==> src/logic/isa_pkg.sv <==
package isa_pkg;

    // base widths of the rv32 integer isa
    localparam int XLEN    = 32;
    localparam int INSTR_W = 32;

    typedef logic [XLEN-1:0]    addr_t;    // byte address
    typedef logic [INSTR_W-1:0] instr_t;   // one uncompressed instruction

    // opcode field sits in the low bits of every format
    localparam int OPC_W = 7;
    typedef logic [OPC_W-1:0] opcode_t;

    localparam opcode_t OPC_BRANCH = 7'b110_0011;  // beq/bne/blt/bge/bltu/bgeu
    localparam opcode_t OPC_JAL    = 7'b110_1111;  // jal, pc relative

    // imm[12] of b-type and imm[20] of j-type both live here
    // so the offset sign is known without rebuilding the immediate
    localparam int SIGN_BIT = 31;

    // sequential step, no compressed support
    localparam addr_t INSTR_BYTES = 32'd4;

endpackage

==> src/logic/fetch_pkg.sv <==
package fetch_pkg;

    // cache block holds two aligned instruction words
    localparam int INSTRS_PER_BLOCK = 2;
    localparam int BLOCK_W          = INSTRS_PER_BLOCK * isa_pkg::INSTR_W;
    typedef logic [BLOCK_W-1:0] block_t;

    // byte offset bits inside a block, 3 for 8 bytes
    localparam int OFFSET_W = $clog2(BLOCK_W / 8);

    // direct mapped geometry
    localparam int ICACHE_SETS = 16;
    localparam int INDEX_W     = $clog2(ICACHE_SETS);
    typedef logic [INDEX_W-1:0] index_t;

    localparam int TAG_W = isa_pkg::XLEN - INDEX_W - OFFSET_W;  // 25
    typedef logic [TAG_W-1:0] tag_t;

    // instruction queue towards dispatch
    localparam int IFIFO_DEPTH = 8;
    localparam int IFIFO_PTR_W = $clog2(IFIFO_DEPTH);
    typedef logic [IFIFO_PTR_W-1:0] ifq_ptr_t;
    typedef logic [IFIFO_PTR_W:0]   ifq_cnt_t;   // one extra bit to hold DEPTH

    localparam isa_pkg::addr_t RESET_PC = 32'h0000_1000;

    // one queue entry, 98 bits
    // pred_target is what fetch actually followed after this instr
    typedef struct packed {
        isa_pkg::instr_t instr;
        isa_pkg::addr_t  pc;
        logic            is_cond_br;   // b-type only, jal excluded
        logic            pred_taken;   // static direction guess
        isa_pkg::addr_t  pred_target;  // predicted next pc
    } fetch_entry_t;

endpackage

==> src/logic/icache.sv <==
module icache (
    input  logic              clk,
    input  logic              rst_n,
    input  isa_pkg::addr_t    addr,
    input  logic              refill_valid,
    input  fetch_pkg::block_t refill_data,
    output logic              hit,
    output fetch_pkg::block_t block,
    output logic              refill_req,
    output isa_pkg::addr_t    refill_addr
);

    typedef enum logic {
        IDLE,
        WAIT_FILL
    } fill_state_e;

    fill_state_e state_q;
    fill_state_e state_d;

    // line storage
    logic [fetch_pkg::ICACHE_SETS-1:0] valid_q;
    fetch_pkg::tag_t                   tag_q  [fetch_pkg::ICACHE_SETS];
    fetch_pkg::block_t                 data_q [fetch_pkg::ICACHE_SETS];

    fetch_pkg::index_t lookup_idx;
    fetch_pkg::tag_t   lookup_tag;
    fetch_pkg::index_t fill_idx;
    fetch_pkg::tag_t   fill_tag;
    isa_pkg::addr_t    miss_addr_q;   // block aligned address being refilled
    logic              fill_we;

    assign lookup_idx = addr[fetch_pkg::OFFSET_W +: fetch_pkg::INDEX_W];
    assign lookup_tag = addr[isa_pkg::XLEN-1 -: fetch_pkg::TAG_W];

    // same cycle lookup
    assign hit   = valid_q[lookup_idx] && (tag_q[lookup_idx] == lookup_tag);
    assign block = data_q[lookup_idx];

    // fill goes to the line that missed, pc may have been redirected since
    assign fill_idx = miss_addr_q[fetch_pkg::OFFSET_W +: fetch_pkg::INDEX_W];
    assign fill_tag = miss_addr_q[isa_pkg::XLEN-1 -: fetch_pkg::TAG_W];
    assign fill_we  = (state_q == WAIT_FILL) && refill_valid;

    assign refill_req  = (state_q == WAIT_FILL);
    assign refill_addr = miss_addr_q;

    always_comb begin
        state_d = state_q;
        case (state_q)
            IDLE:      if (!hit) state_d = WAIT_FILL;       // start refill next cycle
            WAIT_FILL: if (refill_valid) state_d = IDLE;    // line written on this edge
            default:   state_d = IDLE;
        endcase
    end

    always_ff @(posedge clk) begin
        if (!rst_n) begin
            state_q <= IDLE;
            valid_q <= '0;   // all lines invalid out of reset
        end else begin
            state_q <= state_d;
            if (fill_we) valid_q[fill_idx] <= 1'b1;
        end
    end

    // capture miss address once, held for the whole request
    always_ff @(posedge clk) begin
        if (state_q == IDLE && !hit) begin
            miss_addr_q <= {addr[isa_pkg::XLEN-1:fetch_pkg::OFFSET_W],
                            {fetch_pkg::OFFSET_W{1'b0}}};
        end
    end

    always_ff @(posedge clk) begin
        if (fill_we) begin
            tag_q[fill_idx]  <= fill_tag;
            data_q[fill_idx] <= refill_data;
        end
    end

    // request must hold its address until memory answers
    a_refill_addr_stable : assert property (@(posedge clk) disable iff (!rst_n)
        refill_req && !refill_valid |=> refill_req && $stable(refill_addr))
        else $error("icache: refill request dropped or address changed before response");

    // memory may only answer an outstanding request
    a_no_stray_refill : assert property (@(posedge clk) disable iff (!rst_n)
        refill_valid |-> state_q == WAIT_FILL)
        else $error("icache: refill_valid without pending request");

endmodule

==> src/logic/next_pc_predict.sv <==
module next_pc_predict (
    input  isa_pkg::instr_t instr,
    input  isa_pkg::addr_t  pc,
    output logic            is_cond_br,
    output logic            pred_taken,
    output isa_pkg::addr_t  pred_target
);

    isa_pkg::opcode_t opcode;
    isa_pkg::addr_t   imm_b;
    isa_pkg::addr_t   imm_j;
    isa_pkg::addr_t   offset;
    logic             is_jal;
    logic             sign;

    assign opcode = instr[isa_pkg::OPC_W-1:0];
    assign sign   = instr[isa_pkg::SIGN_BIT];

    // b-type imm[12|10:5|4:1|11], lsb always zero
    assign imm_b = {{20{sign}}, instr[7], instr[30:25], instr[11:8], 1'b0};

    // j-type imm[20|10:1|11|19:12]
    assign imm_j = {{12{sign}}, instr[19:12], instr[20], instr[30:21], 1'b0};

    assign is_cond_br = (opcode == isa_pkg::OPC_BRANCH);
    assign is_jal     = (opcode == isa_pkg::OPC_JAL);   // unconditional, not a cond br

    // btfn: backward taken, forward not taken
    assign pred_taken = is_jal || (is_cond_br && sign);

    assign offset = is_jal ? imm_j : imm_b;

    // jalr and everything else falls through
    assign pred_target = pc + (pred_taken ? offset : isa_pkg::INSTR_BYTES);

endmodule

==> src/logic/instr_fifo.sv <==
module instr_fifo (
    input  logic                    clk,
    input  logic                    rst_n,
    input  logic                    flush,
    input  logic                    enq_valid,
    input  fetch_pkg::fetch_entry_t enq_data,
    input  logic                    deq_ready,
    output logic                    enq_ready,
    output logic                    deq_valid,
    output fetch_pkg::fetch_entry_t deq_data
);

    fetch_pkg::fetch_entry_t mem_q [fetch_pkg::IFIFO_DEPTH];

    fetch_pkg::ifq_ptr_t wr_ptr_q;
    fetch_pkg::ifq_ptr_t rd_ptr_q;
    fetch_pkg::ifq_cnt_t count_q;
    logic                full;
    logic                do_enq;
    logic                do_deq;

    assign full      = (count_q == fetch_pkg::ifq_cnt_t'(fetch_pkg::IFIFO_DEPTH));
    assign deq_valid = (count_q != '0);
    assign deq_data  = mem_q[rd_ptr_q];

    // a full queue still takes an entry when the head leaves this cycle
    assign enq_ready = !full || deq_ready;

    assign do_enq = enq_valid && enq_ready;
    assign do_deq = deq_valid && deq_ready;

    always_ff @(posedge clk) begin
        if (!rst_n || flush) begin    // flush beats enqueue
            wr_ptr_q <= '0;
            rd_ptr_q <= '0;
            count_q  <= '0;
        end else begin
            if (do_enq) wr_ptr_q <= wr_ptr_q + 1'b1;  // wraps since depth is a power of two
            if (do_deq) rd_ptr_q <= rd_ptr_q + 1'b1;
            case ({do_enq, do_deq})
                2'b10:   count_q <= count_q + 1'b1;
                2'b01:   count_q <= count_q - 1'b1;
                default: count_q <= count_q;      // both or neither
            endcase
        end
    end

    // storage written on enqueue only
    always_ff @(posedge clk) begin
        if (do_enq) mem_q[wr_ptr_q] <= enq_data;
    end

    // producer must not push into a full queue unless the head pops
    a_no_enq_full : assert property (@(posedge clk) disable iff (!rst_n)
        enq_valid && full |-> deq_ready)
        else $error("instr_fifo: enqueue while full");

    // empty means the read pointer caught up with the write pointer
    a_no_deq_empty : assert property (@(posedge clk) disable iff (!rst_n)
        count_q == '0 |-> rd_ptr_q == wr_ptr_q)
        else $error("instr_fifo: dequeue while empty");

endmodule

==> src/logic/ifu.sv <==
module ifu (
    input  logic                    clk,
    input  logic                    rst_n,
    input  logic                    redirect_valid,
    input  isa_pkg::addr_t          redirect_pc,
    input  logic                    refill_valid,
    input  fetch_pkg::block_t       refill_data,
    input  logic                    dispatch_ready,
    output logic                    refill_req,
    output isa_pkg::addr_t          refill_addr,
    output logic                    instr_valid,
    output fetch_pkg::fetch_entry_t instr_entry
);

    isa_pkg::addr_t          pc_q;
    isa_pkg::addr_t          pc_d;
    logic                    hit;
    fetch_pkg::block_t       cache_block;
    isa_pkg::instr_t         instr_word;
    logic                    slot;          // which word of the block
    logic                    is_cond_br;
    logic                    pred_taken;
    isa_pkg::addr_t          pred_target;
    logic                    enq_ready;
    logic                    enq_valid;
    logic                    stall;
    fetch_pkg::fetch_entry_t enq_entry;

    icache icache_i (
        .clk         (clk),
        .rst_n       (rst_n),
        .addr        (pc_q),
        .refill_valid(refill_valid),
        .refill_data (refill_data),
        .hit         (hit),
        .block       (cache_block),
        .refill_req  (refill_req),
        .refill_addr (refill_addr)
    );

    // pc bit 2 picks the word, low word first
    assign slot       = pc_q[fetch_pkg::OFFSET_W-1];
    assign instr_word = cache_block[slot * isa_pkg::INSTR_W +: isa_pkg::INSTR_W];

    next_pc_predict npc_i (
        .instr      (instr_word),
        .pc         (pc_q),
        .is_cond_br (is_cond_br),
        .pred_taken (pred_taken),
        .pred_target(pred_target)
    );

    // miss or no room, hold the pc
    assign stall     = !hit || !enq_ready;
    assign enq_valid = hit && enq_ready && !redirect_valid;  // redirect kills this fetch

    always_comb begin
        if (redirect_valid) pc_d = redirect_pc;     // backend wins
        else if (stall)     pc_d = pc_q;
        else                pc_d = pred_target;
    end

    always_ff @(posedge clk) begin
        if (!rst_n) pc_q <= fetch_pkg::RESET_PC;
        else        pc_q <= pc_d;
    end

    assign enq_entry.instr       = instr_word;
    assign enq_entry.pc          = pc_q;
    assign enq_entry.is_cond_br  = is_cond_br;
    assign enq_entry.pred_taken  = pred_taken;
    assign enq_entry.pred_target = pred_target;

    instr_fifo ififo_i (
        .clk      (clk),
        .rst_n    (rst_n),
        .flush    (redirect_valid),   // wrong path entries dropped
        .enq_valid(enq_valid),
        .enq_data (enq_entry),
        .deq_ready(dispatch_ready),
        .enq_ready(enq_ready),
        .deq_valid(instr_valid),
        .deq_data (instr_entry)
    );

    // dispatch sees a steady entry under back-pressure, only a redirect may drop it
    a_dispatch_hold : assert property (@(posedge clk) disable iff (!rst_n)
        instr_valid && !dispatch_ready && !redirect_valid
        |=> instr_valid && $stable(instr_entry))
        else $error("ifu: dispatch entry changed while stalled");

endmodule

==> config.mk <==
export PLATFORM = sky130hd
export DESIGN_NAME = ifu
export DESIGN_NICKNAME = d
export VERILOG_FILES = /design/src/logic/isa_pkg.sv /design/src/logic/fetch_pkg.sv /design/src/logic/icache.sv /design/src/logic/next_pc_predict.sv /design/src/logic/instr_fifo.sv /design/src/logic/ifu.sv
export SDC_FILE = /design/constraint.sdc
export NUM_CORES = 2
export LEC_CHECK = 0
export ABC_AREA = 1
export BUFFER_PORTS_ARGS = -buffer_cell sky130_fd_sc_hd__buf_2
export CAP_MARGIN = 10
export CELL_PAD_IN_SITES_DETAIL_PLACEMENT = 1
export CELL_PAD_IN_SITES_GLOBAL_PLACEMENT = 1
export CORE_UTILIZATION = 51
export DETAILED_ROUTE_END_ITERATION = 7
export HOLD_SLACK_MARGIN = 0.02
export PLACE_DENSITY_LB_ADDON = 0.05
export SETUP_SLACK_MARGIN = 0.2
export SLEW_MARGIN = 15
export SYNTH_ARGS = -nofsm -noshare
export SYNTH_HDL_FRONTEND = slang
export SYNTH_SLANG_ARGS = --single-unit
==> constraint.sdc <==
create_clock -name clk -period 13 [get_ports clk]
set_input_delay 1.3 -clock clk [delete_from_list [all_inputs] [get_ports clk]]
set_output_delay 1.3 -clock clk [all_outputs]
set_load 0.05 [all_outputs]
==> reports/results.tsv <==
metric	value	unit
run_status	complete, no violations	
die_area	0.1837	mm^2
antenna_found_initial	19	
start_util	0.5134	
r2r-end	pc_q[18]$_SDFFE_PN0N_	
synth_top_family_by_area	simple AND/OR/NAND/NOR gates	
endpoint_kind	register	
p_leak	36.62	nW
synthMuxAreaShare	0	
clkLatencyLatePin	0.88	ns
synthCells	7613	
finalHoldViolCount	0	
vias	62227	
irDropWorstVdd	154.4	uV
cts_resized	0	
period_share	0.5877	
die_x	428.6	um
ant_nets	0	
min_path_cells	1	
clock_sinks	2295	
routedWlPerCell	27.52	um
cts_tree	done	
nets	7872	
grt_max_degree	262	
final_cell_mix	edfxtp_1 (2229), nor2_1 (1284), nand2_1 (1171)	
maxCapViolations	0	
io_pins	233	
vias_per_cell	6.032	
critical_path.max_fanout	203	
post_synth_xor_area_fraction	0.002360	
syn_area_per_cell	12.19	um^2
core_area	0.1807	mm^2
grt_use_total	0.3058	
ys_warn_count	0	
final_core_util	0.5718	
setup_viol	0	
grt_pass1_wl	416.2	mm
cts-root-buf	clkbuf_16	
setup_tns	0	ns
fin_crit	7.641	ns
cts_made_buffers	231	
min-delay-start	icache_i.valid_q[2]$_SDFFE_PN0P_	
synthSimpleGateAreaFrac	0.1320	
post-route-cell-area	0.1034	mm^2
synth_compound_area_frac	0.08970	
synth_adder_area_share	0.005151	
path_common_cell	nand2_1	
slew_headroom	0.1321	
crit_slowest_cell	buf_4	
postCtsSetupRepairBufs	0	
fmax	0.1309	GHz
cpPeakStageDelay	0.88	ns
h-tree-depth	4	
wirelength	283.9	mm
gp_congestion	0.8696	
drtPass1Iterations	5	
rows	156	
cts_hold_buf	0	
worstRegToRegCells	29	
ys_async_sr_fraction	0	
grt_pass1_vias	63799	
synth_area	0.09280	mm^2
fp.dieH	428.6	um
yosysSeqAreaShare	0.7355	
clock_path_buffers	3	
ys.flop_type	edfxtp_1	
synth-edff-count	2229	
ys_ff_latch	2295	
min-delay-path-class	reg -> reg	
final_common_cell	edfxtp_1	
place_area	0.09595	mm^2
drt_iter0_drc	5509	
hpwl	150.6	mm
grt_setup_unrepaired	no	
grt-ovfl-total	0	
cts.clk_slew.worst_paths	0.06	ns
portBuffers	229	
arrival	8.43	ns
path_class	reg -> reg	
cellPowerDensity	151.3	mW/mm^2
startpoint_type	register	
maxSlewViolCount	0	
ff2ff_setup_slack	5.36	ns
skew	0.03127	ns
drc	0	
tightest_slew	1.302	ns
cp.required	13.79	ns
synth_cell_type_count	50	
area.growth.synth_to_final	11.38	%
drive_above_1_share	0.09337	
hold-path-endpoint	icache_i.valid_q[2]$_SDFFE_PN0P_	
[Yosys cell counts, types with 10 or more instances]
master    count  area [um^2]
edfxtp_1   2229        66930
nor2_1     1301         4883
nand2_1    1171         4395
o21ai_0     874         4374
nand3_1     509         2547
inv_1       247        927.1
clkbuf_1    238        893.4
o22ai_1     203         1270
buf_2       134        670.6
a31oi_1     108        675.7
a21oi_1      87        435.4
o221ai_1     82        718.2
dfxtp_1      66         1321
o21ai_1      40        200.2
buf_1        38        142.6
buf_4        36        270.3
ha_1         35        437.9
buf_6        29        326.6
nor3_1       29        145.1
o211ai_1     23        172.7
xor2_1       19        166.4
o21a_1       16        120.1
a32o_1       12        120.1
nand4_1      10        62.56
[layer usage]
metal / vias up / track usage / wire, um / share of wire
met2: 1805 / 0.5250 / 141500 / 0.50
li1: 27547 / - / - / -
met4: 16 / 0.1044 / 9467 / 0.033
met1: 32407 / 0.4038 / 118400 / 0.42
met5: - / 0 / 107 / 0.00038
met3: 452 / 0.03670 / 14360 / 0.051
[power by group]
group | internal (mW) | switching [mW]
registers | 8.21 | 0.0577
logic | 0.190 | 0.651
clock network | 3.70 | 2.82
total | 12.1 | 3.53
[registers in the layout (all words and copies together), names as in the netlist, named ones only]
signal,count
icache_i.data_q,1024
icache_i.tag_q,400
ififo_i.rd_ptr_q,3
icache_i.valid_q,16
icache_i.refill_req,1
ififo_i.count_q,4
pc_q,32
ififo_i.mem_q,776
icache_i.refill_addr,29
ififo_i.wr_ptr_q,3
[per-stage QoR]
stage	instances	power [mW]	setup slack, ns	hold WS [ns]
2_1_floorplan	7615	8.888	3.787	0.4325
3_3_place_gp	9871	9.228	5.814	0.4434
3_5_place_dp	9871	9.257	5.573	0.4488
4_1_cts	10306	15.70	5.539	0.4620
5_1_grt	10307	16.02	4.870	0.4728
6_report	10316	15.63	5.359	0.4573
[area by class of cell]
| type | count | area (um^2) |
|---|---|---|
| Tap cell | 2370 | 2965 |
| Antenna cell | 10 | 25.02 |
| Clock inverter | 147 | 1299 |
| Multi-Input combinational cell | 4590 | 21450 |
| Inverter | 255 | 1006 |
| Fill cell | 18094 | 77390 |
| Sequential cell | 2295 | 68280 |
| Clock buffer | 288 | 6077 |
| Timing Repair Buffer | 361 | 2250 |
[logic make-up (layout without fill, tap and decap cells)]
| family | count (synthesis) | in the layout |
|---|---|---|
| AO/OA/AOI/OAI | 1474 | 1474 |
| XOR/XNOR | 25 | 25 |
| adder cells (fa/ha/maj) | 37 | 37 |
| buffers and inverters | 730 | 1051 |
| flip-flops | 2295 | 2295 |
| other | 1 | 13 |
| AND/OR/NAND/NOR | 3051 | 3051 |
[how the worst max path moves through the flow]
stage                    from                              to  slack (ns)  cells past startpoint
6_report             register           pc_q[18]$_SDFFE_PN0N_        5.36                     29
5_1_grt              register           pc_q[18]$_SDFFE_PN0N_        4.87                     29
4_1_cts              register           pc_q[18]$_SDFFE_PN0N_        5.54                     29
3_5_place_dp         register           pc_q[18]$_SDFFE_PN0N_        5.57                     29
3_3_place_gp         register  ififo_i.mem_q[5][31]$_DFFE_PP_        5.81                     26
2_1_floorplan  redirect_valid  ififo_i.mem_q[6][10]$_DFFE_PP_        3.79                      4
[critical path, delay by kind of cell, from the launching register on]
kind,cells,cell delay [ns]
fa+ha+maj,1,0.39
simple gates,16,2.75
xor+xnor,1,0.58
buf+inv,5,1.93
flops,1,0.42
compound gates,6,1.17
(Power assumes the default switching activity.)
